--- src/rtl/cache_pkg.sv ---
`default_nettype none

package cache_pkg;

	// ~~~~~~~~~~~~~~~~~~~~~~~~~~~~~~~~~~~~~~~~~~~~~~~~~~~~~~~~~~~~~~~~~~~~~~~~~~
	localparam int ADDR_W     = 32;
	localparam int LINE_W     = 64;
	localparam int STRB_W     = 8;
	localparam int BYTE_W     = LINE_W / STRB_W;
	localparam int MISS_DEPTH = 4;   // entries per miss queue

	typedef logic [ADDR_W-1:0] addr_t;
	typedef logic [LINE_W-1:0] line_t;
	typedef logic [STRB_W-1:0] strb_t;

	typedef struct packed {
		addr_t addr;
		line_t data;
	} fill_t;

	typedef struct packed {
		addr_t addr;
		line_t data;   // bytes that overwrite the returned line
		strb_t strb;
	} wr_miss_t;

endpackage

`default_nettype wire

--- src/rtl/cxl_pkg.sv ---
`default_nettype none

package cxl_pkg;

	// ~~~~~~~~~~~~~~~~~~~~~~~~~~~~~~~~~~~~~~~~~~~~~~~~~~~~~~~~~~~~~~~~~~~~~~~~~~
	localparam int TID_W = 4;

	typedef logic [TID_W-1:0] tid_t;

	// a read miss keeps its tid so the line can be returned to the ROB
	typedef struct packed {
		cache_pkg::addr_t addr;
		tid_t             tid;
	} rd_miss_t;

	typedef struct packed {
		tid_t             tid;
		cache_pkg::line_t data;
	} rob_entry_t;

endpackage

`default_nettype wire

--- src/rtl/fill_if.sv ---
`timescale 1ns/1ns
`default_nettype none

interface fill_if;
	import cache_pkg::*;

	logic  valid;
	logic  ready;
	addr_t addr;
	line_t data;

	modport source (   // miss handler side
		output valid,
		output addr,
		output data,
		input  ready
	);

	modport sink (   // arbiter side
		input  valid,
		input  addr,
		input  data,
		output ready
	);

endinterface

`default_nettype wire

--- src/rtl/miss_fifo.sv ---
`timescale 1ns/1ns
`default_nettype none

module miss_fifo #(
	parameter type payload_t = logic,
	parameter int  DEPTH     = cache_pkg::MISS_DEPTH
) (
	input  logic     clk,
	input  logic     rst_n,
	input  logic     push_valid_i,
	output logic     push_ready_o,
	input  payload_t push_data_i,
	input  logic     pop_i,
	output logic     empty_o,
	output payload_t pop_data_o
);

	localparam int PTR_W = (DEPTH > 1) ? $clog2(DEPTH) : 1;
	localparam int CNT_W = $clog2(DEPTH + 1);

	payload_t         mem [DEPTH];
	logic [PTR_W-1:0] wr_ptr_q;
	logic [PTR_W-1:0] rd_ptr_q;
	logic [CNT_W-1:0] count_q;
	logic             push;
	logic             pop;

	function automatic logic [PTR_W-1:0] next_ptr(input logic [PTR_W-1:0] ptr);
		return (ptr == PTR_W'(DEPTH - 1)) ? '0 : ptr + 1'b1;
	endfunction

	assign push_ready_o = (count_q != CNT_W'(DEPTH));
	assign empty_o      = (count_q == '0);
	assign push         = push_valid_i && push_ready_o;
	assign pop          = pop_i && !empty_o;   // popping an empty queue does nothing
	assign pop_data_o   = mem[rd_ptr_q];

	always_ff @(posedge clk) begin
		if (push) begin
			mem[wr_ptr_q] <= push_data_i;
		end
	end

	always_ff @(posedge clk) begin
		if (!rst_n) begin
			wr_ptr_q <= '0;
			rd_ptr_q <= '0;
			count_q  <= '0;
		end else begin
			if (push) begin
				wr_ptr_q <= next_ptr(wr_ptr_q);
			end
			if (pop) begin
				rd_ptr_q <= next_ptr(rd_ptr_q);
			end
			case ({push, pop})
				2'b10:   count_q <= count_q + 1'b1;
				2'b01:   count_q <= count_q - 1'b1;
				default: count_q <= count_q;
			endcase
		end
	end

endmodule

`default_nettype wire

--- src/rtl/read_miss_handler.sv ---
`timescale 1ns/1ns
`default_nettype none

module read_miss_handler (
	input  logic                clk,
	input  logic                rst_n,
	// read completion channel
	input  logic                rsp_valid_i,
	output logic                rsp_ready_o,
	input  cache_pkg::line_t    rsp_data_i,
	// head of the read miss queue
	output logic                q_pop_o,
	input  logic                q_empty_i,
	input  cxl_pkg::rd_miss_t   q_data_i,
	// fill towards the arbiter
	fill_if.source              fill,
	// reorder buffer write port
	output logic                rob_we_o,
	input  logic                rob_full_i,
	output cxl_pkg::rob_entry_t rob_entry_o
);
	import cache_pkg::*;
	import cxl_pkg::*;

	typedef enum logic [1:0] {
		S_IDLE,
		S_FILL,
		S_ROB
	} state_t;

	state_t     state_q;
	state_t     state_d;
	fill_t      fill_q;
	rob_entry_t rob_q;
	logic       rsp_fire;

	// a completion is only taken when there is a miss waiting for it
	assign rsp_ready_o = (state_q == S_IDLE) && !q_empty_i;
	assign rsp_fire    = rsp_valid_i && rsp_ready_o;
	assign q_pop_o     = rsp_fire;   // oldest miss leaves with its completion

	always_comb begin
		state_d = state_q;
		case (state_q)
			S_IDLE: begin
				if (rsp_fire) begin
					state_d = S_FILL;
				end
			end
			S_FILL: begin
				if (fill.ready) begin
					state_d = S_ROB;
				end
			end
			S_ROB: begin
				if (!rob_full_i) begin
					state_d = S_IDLE;
				end
			end
			default: state_d = S_IDLE;
		endcase
	end

	always_ff @(posedge clk) begin
		if (!rst_n) begin
			state_q <= S_IDLE;
		end else begin
			state_q <= state_d;
		end
	end

	// fill and ROB payloads are latched here and held until their transfers
	always_ff @(posedge clk) begin
		if (rsp_fire) begin
			fill_q.addr <= q_data_i.addr;
			fill_q.data <= rsp_data_i;
			rob_q.tid   <= q_data_i.tid;
			rob_q.data  <= rsp_data_i;
		end
	end

	assign fill.valid  = (state_q == S_FILL);
	assign fill.addr   = fill_q.addr;
	assign fill.data   = fill_q.data;
	assign rob_we_o    = (state_q == S_ROB) && !rob_full_i;
	assign rob_entry_o = rob_q;

endmodule

`default_nettype wire

--- src/rtl/write_miss_handler.sv ---
`timescale 1ns/1ns
`default_nettype none

module write_miss_handler (
	input  logic                clk,
	input  logic                rst_n,
	// write completion channel
	input  logic                rsp_valid_i,
	output logic                rsp_ready_o,
	input  cache_pkg::line_t    rsp_data_i,
	// head of the write miss queue
	output logic                q_pop_o,
	input  logic                q_empty_i,
	input  cache_pkg::wr_miss_t q_data_i,
	// fill towards the arbiter
	fill_if.source              fill
);
	import cache_pkg::*;

	typedef enum logic {
		S_IDLE,
		S_FILL
	} state_t;

	state_t state_q;
	state_t state_d;
	fill_t  fill_q;
	line_t  merged;
	logic   rsp_fire;

	// ~~~~~~~~~~~~~~~~~~~~~~~~~~~~~~~~~~~~~~~~~~~~~~~~~~~~~~~~~~~~~~~~~~~~~~~~~~
	// byte merge of the stored write data over the line from memory
	// ~~~~~~~~~~~~~~~~~~~~~~~~~~~~~~~~~~~~~~~~~~~~~~~~~~~~~~~~~~~~~~~~~~~~~~~~~~

	function automatic line_t merge_bytes(
		input line_t mem_line,
		input line_t wr_line,
		input strb_t strb
	);
		line_t line;
		for (int b = 0; b < STRB_W; b++) begin
			if (strb[b]) begin
				line[b*BYTE_W +: BYTE_W] = wr_line[b*BYTE_W +: BYTE_W];
			end else begin
				line[b*BYTE_W +: BYTE_W] = mem_line[b*BYTE_W +: BYTE_W];
			end
		end
		return line;
	endfunction

	assign merged = merge_bytes(rsp_data_i, q_data_i.data, q_data_i.strb);

	assign rsp_ready_o = (state_q == S_IDLE) && !q_empty_i;
	assign rsp_fire    = rsp_valid_i && rsp_ready_o;
	assign q_pop_o     = rsp_fire;

	always_comb begin
		state_d = state_q;
		case (state_q)
			S_IDLE: begin
				if (rsp_fire) begin
					state_d = S_FILL;
				end
			end
			S_FILL: begin
				if (fill.ready) begin
					state_d = S_IDLE;   // a write miss needs no ROB entry
				end
			end
			default: state_d = S_IDLE;
		endcase
	end

	always_ff @(posedge clk) begin
		if (!rst_n) begin
			state_q <= S_IDLE;
		end else begin
			state_q <= state_d;
		end
	end

	always_ff @(posedge clk) begin
		if (rsp_fire) begin
			fill_q.addr <= q_data_i.addr;
			fill_q.data <= merged;
		end
	end

	assign fill.valid = (state_q == S_FILL);
	assign fill.addr  = fill_q.addr;
	assign fill.data  = fill_q.data;

endmodule

`default_nettype wire

--- src/rtl/fill_arbiter.sv ---
`timescale 1ns/1ns
`default_nettype none

module fill_arbiter (
	input  logic             clk,
	input  logic             rst_n,
	fill_if.sink             rd_fill,
	fill_if.sink             wr_fill,
	output logic             out_valid_o,
	input  logic             out_ready_i,
	output cache_pkg::fill_t out_fill_o
);

	logic gnt_wr;      // high when the write path owns the output
	logic rr_wr_q;     // favoured path when both offer a fill
	logic lock_q;
	logic lock_wr_q;
	logic out_fire;

	always_comb begin
		if (lock_q) begin
			gnt_wr = lock_wr_q;   // a stalled fill keeps the output until it is taken
		end else if (rd_fill.valid && wr_fill.valid) begin
			gnt_wr = rr_wr_q;
		end else begin
			gnt_wr = wr_fill.valid;
		end
	end

	always_comb begin
		if (gnt_wr) begin
			out_valid_o     = wr_fill.valid;
			out_fill_o.addr = wr_fill.addr;
			out_fill_o.data = wr_fill.data;
		end else begin
			out_valid_o     = rd_fill.valid;
			out_fill_o.addr = rd_fill.addr;
			out_fill_o.data = rd_fill.data;
		end
	end

	assign rd_fill.ready = out_ready_i && !gnt_wr;
	assign wr_fill.ready = out_ready_i && gnt_wr;
	assign out_fire      = out_valid_o && out_ready_i;

	always_ff @(posedge clk) begin
		if (!rst_n) begin
			rr_wr_q   <= 1'b0;
			lock_q    <= 1'b0;
			lock_wr_q <= 1'b0;
		end else begin
			lock_q    <= out_valid_o && !out_ready_i;
			lock_wr_q <= gnt_wr;
			if (out_fire && (gnt_wr == rr_wr_q)) begin
				rr_wr_q <= !rr_wr_q;   // hand the priority over once the favourite is served
			end
		end
	end

endmodule

`default_nettype wire

--- src/rtl/miss_fill_top.sv ---
`timescale 1ns/1ns
`default_nettype none

module miss_fill_top (
	input  logic             clk,
	input  logic             rst_n,
	// read misses
	input  logic             rd_miss_valid_i,
	output logic             rd_miss_ready_o,
	input  cache_pkg::addr_t rd_miss_addr_i,
	input  cxl_pkg::tid_t    rd_miss_tid_i,
	// write misses
	input  logic             wr_miss_valid_i,
	output logic             wr_miss_ready_o,
	input  cache_pkg::addr_t wr_miss_addr_i,
	input  cache_pkg::line_t wr_miss_data_i,
	input  cache_pkg::strb_t wr_miss_strb_i,
	// completions from the link, in request order per channel
	input  logic             rd_rsp_valid_i,
	output logic             rd_rsp_ready_o,
	input  cache_pkg::line_t rd_rsp_data_i,
	input  logic             wr_rsp_valid_i,
	output logic             wr_rsp_ready_o,
	input  cache_pkg::line_t wr_rsp_data_i,
	// cache fill port
	output logic             fill_valid_o,
	input  logic             fill_ready_i,
	output cache_pkg::addr_t fill_addr_o,
	output cache_pkg::line_t fill_data_o,
	// reorder buffer write port
	output logic             rob_we_o,
	input  logic             rob_full_i,
	output cxl_pkg::tid_t    rob_tid_o,
	output cache_pkg::line_t rob_data_o
);
	import cache_pkg::*;
	import cxl_pkg::*;

	rd_miss_t   rd_miss;
	rd_miss_t   rd_q_data;
	logic       rd_q_pop;
	logic       rd_q_empty;
	wr_miss_t   wr_miss;
	wr_miss_t   wr_q_data;
	logic       wr_q_pop;
	logic       wr_q_empty;
	fill_t      fill_out;
	rob_entry_t rob_entry;

	fill_if rd_fill_bus ();
	fill_if wr_fill_bus ();

	assign rd_miss.addr = rd_miss_addr_i;
	assign rd_miss.tid  = rd_miss_tid_i;
	assign wr_miss.addr = wr_miss_addr_i;
	assign wr_miss.data = wr_miss_data_i;
	assign wr_miss.strb = wr_miss_strb_i;

	miss_fifo #(.payload_t(rd_miss_t), .DEPTH(MISS_DEPTH)) i_rd_miss_fifo (
		.clk(clk), .rst_n(rst_n),
		.push_valid_i(rd_miss_valid_i), .push_ready_o(rd_miss_ready_o), .push_data_i(rd_miss),
		.pop_i(rd_q_pop), .empty_o(rd_q_empty), .pop_data_o(rd_q_data)
	);

	miss_fifo #(.payload_t(wr_miss_t), .DEPTH(MISS_DEPTH)) i_wr_miss_fifo (
		.clk(clk), .rst_n(rst_n),
		.push_valid_i(wr_miss_valid_i), .push_ready_o(wr_miss_ready_o), .push_data_i(wr_miss),
		.pop_i(wr_q_pop), .empty_o(wr_q_empty), .pop_data_o(wr_q_data)
	);

	read_miss_handler i_read_miss_handler (
		.clk(clk), .rst_n(rst_n),
		.rsp_valid_i(rd_rsp_valid_i), .rsp_ready_o(rd_rsp_ready_o), .rsp_data_i(rd_rsp_data_i),
		.q_pop_o(rd_q_pop), .q_empty_i(rd_q_empty), .q_data_i(rd_q_data),
		.fill(rd_fill_bus.source),
		.rob_we_o(rob_we_o), .rob_full_i(rob_full_i), .rob_entry_o(rob_entry)
	);

	write_miss_handler i_write_miss_handler (
		.clk(clk), .rst_n(rst_n),
		.rsp_valid_i(wr_rsp_valid_i), .rsp_ready_o(wr_rsp_ready_o), .rsp_data_i(wr_rsp_data_i),
		.q_pop_o(wr_q_pop), .q_empty_i(wr_q_empty), .q_data_i(wr_q_data),
		.fill(wr_fill_bus.source)
	);

	fill_arbiter i_fill_arbiter (
		.clk(clk), .rst_n(rst_n),
		.rd_fill(rd_fill_bus.sink), .wr_fill(wr_fill_bus.sink),
		.out_valid_o(fill_valid_o), .out_ready_i(fill_ready_i), .out_fill_o(fill_out)
	);

	assign fill_addr_o = fill_out.addr;
	assign fill_data_o = fill_out.data;
	assign rob_tid_o   = rob_entry.tid;
	assign rob_data_o  = rob_entry.data;

endmodule

`default_nettype wire

--- config.mk ---
export PLATFORM = sky130hd
export DESIGN_NAME = miss_fill_top
export DESIGN_NICKNAME = d
export VERILOG_FILES = /design/src/rtl/cache_pkg.sv /design/src/rtl/cxl_pkg.sv /design/src/rtl/fill_if.sv /design/src/rtl/miss_fifo.sv /design/src/rtl/read_miss_handler.sv /design/src/rtl/write_miss_handler.sv /design/src/rtl/fill_arbiter.sv /design/src/rtl/miss_fill_top.sv
export SDC_FILE = /design/constraint.sdc
export NUM_CORES = 1
export LEC_CHECK = 0
export BUFFER_PORTS_ARGS = -buffer_cell sky130_fd_sc_hd__buf_2
export CORE_MARGIN = 4
export CORE_UTILIZATION = 51
export DETAILED_ROUTE_END_ITERATION = 10
export HOLD_SLACK_MARGIN = 0.08
export PLACE_DENSITY = 0.81
export SYNTH_ARGS = -nofsm -noshare
export SYNTH_HDL_FRONTEND = slang
export SYNTH_SLANG_ARGS = --single-unit
--- constraint.sdc ---
create_clock -name clk -period 8.2 [get_ports clk]
set_clock_uncertainty 0.2 [all_clocks]
set_input_delay 0.82 -clock clk [delete_from_list [all_inputs] [get_ports clk]]
set_output_delay 0.82 -clock clk [all_outputs]
set_load 0.1 [all_outputs]
==> out/summary.json <==
{
  "syn-num-nets": {"value": 1530},
  "muxShareOfSynthArea": {"value": 0.178},
  "number_of_standard_cell_rows_in_the_floorplan": {"value": 87},
  "critical_hold_path_startpoint": {"value": "rd_rsp_data_i[4]"},
  "port-buffer-count": {"value": 445},
  "detail_route.wl_per_cell": {"value": 25.0, "unit": "um"},
  "timing_worst_slew_pin_value": {"value": 1160, "unit": "ps"},
  "setup-tns-final": {"value": 0, "unit": "ps"},
  "root_driver": {"value": "clkbuf_16"},
  "first_global_vias": {"value": 14883},
  "cp.arrival": {"value": 2880, "unit": "ps"},
  "synth_compound_gate_area_share": {"value": 0.00400},
  "area_delta_synth_final": {"value": 18.8, "unit": "%"},
  "synth_seq_cells": {"value": 778},
  "path_max_fanout": {"value": 58},
  "hold_path.class": {"value": "in -> reg"},
  "die_x": {"value": 248, "unit": "um"},
  "fmax": {"value": 256, "unit": "MHz"},
  "setup_violations": {"value": 0},
  "use_met2": {"value": 0.355},
  "die_h": {"value": 248, "unit": "um"},
  "routed-via-count": {"value": 14214},
  "start_kind": {"value": "register"},
  "period_share": {"value": 0.476},
  "cts-resized-gates": {"value": 0},
  "final_hold_viol_count": {"value": 0},
  "grt_use_met3": {"value": 0.0468},
  "leakage": {"value": 12.1, "unit": "nW"},
  "cts_num_sinks": {"value": 778},
  "cts_tree": {"value": "done"},
  "mostFrequentLayoutCells": {"value": "edfxtp_1, buf_2, mux2_2, mux4_2, clkbuf_16"},
  "detailedPlacementHpwl": {"value": 40200, "unit": "um"},
  "grt.busiest_layer": {"value": "met2"},
  "synth.yosys.seq_area_share": {"value": 0.786},
  "drive_above_1_share": {"value": 0.484},
  "fin_total_pwr": {"value": 13.5, "unit": "mW"},
  "place_congestion": {"value": 0.853},
  "cts_buffers": {"value": 78},
  "finalCriticalPeriod": {"value": 3900, "unit": "ps"},
  "synth.distinct_cells": {"value": 38},
  "cp.required": {"value": 7180, "unit": "ps"},
  "grt_max_degree": {"value": 70},
  "post_cts_hold_buffer_count": {"value": 0},
  "clkTransAtPathRegs": {"value": 60, "unit": "ps"},
  "grt.overflow.total": {"value": 0},
  "die-area": {"value": 61600, "unit": "um2"},
  "timing.slew.headroom": {"value": 0.229},
  "grt_setup_unrepaired": {"value": "false"},
  "detail_route.iter0.violations": {"value": 1179},
  "timing.setup.critical_path_class": {"value": "reg -> out"},
  "most_common_cell_after_layout_fill_and_taps_aside": {"value": "edfxtp_1"},
  "startpoint": {"value": "i_write_miss_handler.fill.valid"},
  "synth_fa_ha_area_frac": {"value": 0.00646},
  "vdd_drop_max": {"value": 501, "unit": "uV"},
  "synthesis.instances": {"value": 1240},
  "combinational_family_with_the_most_area_after_synthesis": {"value": "multiplexers"},
  "post-cts-setup-buffer-count": {"value": 0},
  "timing.hold.ws": {"value": 184, "unit": "ps"},
  "nFillCells": {"value": 3805},
  "route.detailed.drc": {"value": 0},
  "route.final.wire_length": {"value": 64000, "unit": "um"},
  "power.density_cell_area": {"value": 387, "unit": "nW/um2"},
  "htree_levels": {"value": 3},
  "all_layer_gr_usage": {"value": 0.205},
  "grt_util_met1": {"value": 0.260},
  "drt_first_pass_iters": {"value": 5},
  "synth.cell_area": {"value": 29400, "unit": "um2"},
  "grt_antenna_before_repair": {"value": 19},
  "fin_nets": {"value": 2016},
  "least_setup_slack_across_all_paths_after_layout": {"value": 4300, "unit": "ps"},
  "post-route-util": {"value": 0.616},
  "core-area": {"value": 56700, "unit": "um2"},
  "floorplan.initialDensity": {"value": 0.519},
  "endpoint_kind": {"value": "primary output"},
  "grt_pass1_wl": {"value": 93000, "unit": "um"},
  "post-place-ws": {"value": 4930, "unit": "ps"},
  "max-cap-violations": {"value": 0},
  "top_level_ports": {"value": 446},
  "viasPerCell": {"value": 5.56},
  "drt.antenna.violating_nets": {"value": 0},
  "syn_area_per_cell": {"value": 23.7, "unit": "um2"},
  "clock_latency": {"value": 610, "unit": "ps"},
  "area_share_of_and_or_nand_nor_cells_after_synthesis": {"value": 0.0111},
  "largest_buffer_count_on_any_clock_path": {"value": 3},
  "synth.yosys.warnings": {"value": 0},
  "status": {"value": "completed"},
  "report.final.slew_viol_count": {"value": 0},
  "synth_xor_area_frac": {"value": 0.00119}
}
[synth_stat cells, drive strengths merged]
cell type	instances	area, um2
edfxtp	756	22700
mux2	162	1970
mux4	140	3230
buf	41	302
dfxtp	22	440
clkbuf	13	48.8
ha	12	150
inv	11	41.3
nand2	10	37.5
and3	9	56.3
and2	8	50.1
o21ai	7	35.0
nor2	6	22.5
a21boi	5	37.5
nor3	4	20.0
or3	4	25.0
mux2i	3	30.0
nor2b	3	18.8
nor3b	3	22.5
a21oi	2	10.0
fa	2	40.0
nand3	2	10.0
nand3b	2	15.0
nor4b	2	23.8
o211a	2	20.0
o21a	2	15.0
or3b	2	17.5
xnor2	2	17.5
xor2	2	17.5
nand2b	1	6.26
[worst max-delay path: stages (launching register included)]
cell     delay (ps)
dfxtp_1         520
mux2i_1         170
a21oi_4         150
buf_4           590
mux2_2          300
buf_2           430
[report_power, final]
part	switching, mW	leakage, nW	internal (mW)
Sequential	0.260	7.13	5.13
Clock	1.43	1.22	2.04
Combinational	3.49	3.75	1.18
Total	5.18	12.1	8.35
[worst paths after layout]
kind	endpoint	slack (ps)	depth (start not counted)
worst min-delay path	i_read_miss_handler.fill.data[4]	180	1
worst max-delay path	fill_data_o[49]	4300	5
worst min register to register	i_wr_miss_fifo.wr_ptr_q[0]	310	2
worst max register to register	i_write_miss_handler.fill.data[34]	5050	3
[logic make-up after synthesis]
family,Yosys count
flops,778
mux,305
buf+inv,65
simple gates,56
compound gates,18
fa+ha+maj,14
xor+xnor,4
[layer usage]
metal  vias to the layer above  part of all wire
met2                       529              0.52
met1                      7389              0.38
li1                       6179                 -
met3                        97             0.069
met5                         -            0.0018
met4                        20             0.023
[layout make-up]
class | count | area, um2 | share of cell area
clock buffers | 100 | 2070 | 0.0591
repair buffers | 460 | 2340 | 0.0669
diodes | 14 | 35.0 | 0.00100
inverters | 11 | 41.3 | 0.00118
flip-flops and latches | 778 | 23200 | 0.662
well taps | 756 | 946 | 0.0271
multi-input cells | 397 | 5960 | 0.170
clock inverters | 40 | 420 | 0.0120
[per-stage QoR]
| stage | instances | area (um2) |
|---|---|---|
| 6_report | 2556 | 35000 |
| 5_1_grt | 2549 | 34900 |
| 4_1_cts | 2542 | 34900 |
| 3_5_place_dp | 2402 | 32400 |
| 3_3_place_gp | 2402 | 32400 |
| 2_1_floorplan | 1240 | 29400 |
[sequential cells by signal (all words and copies together) (netlist names), named ones only]
| signal | flops |
|---|---|
| i_fill_arbiter.lock_q | 1 |
| i_fill_arbiter.lock_wr_q | 1 |
| i_fill_arbiter.rr_wr_q | 1 |
| i_rd_miss_fifo.count_q | 3 |
| i_rd_miss_fifo.mem | 144 |
| i_rd_miss_fifo.rd_ptr_q | 2 |
| i_rd_miss_fifo.wr_ptr_q | 2 |
| i_read_miss_handler.fill.addr | 32 |
| i_read_miss_handler.fill.data | 64 |
| i_read_miss_handler.rob_entry_o | 4 |
| i_read_miss_handler.state_q | 2 |
| i_wr_miss_fifo.count_q | 3 |
| i_wr_miss_fifo.mem | 416 |
| i_wr_miss_fifo.rd_ptr_q | 2 |
| i_wr_miss_fifo.wr_ptr_q | 2 |
| i_write_miss_handler.fill.addr | 32 |
| i_write_miss_handler.fill.data | 64 |
| i_write_miss_handler.fill.valid | 1 |
(Power assumes the default switching activity.)
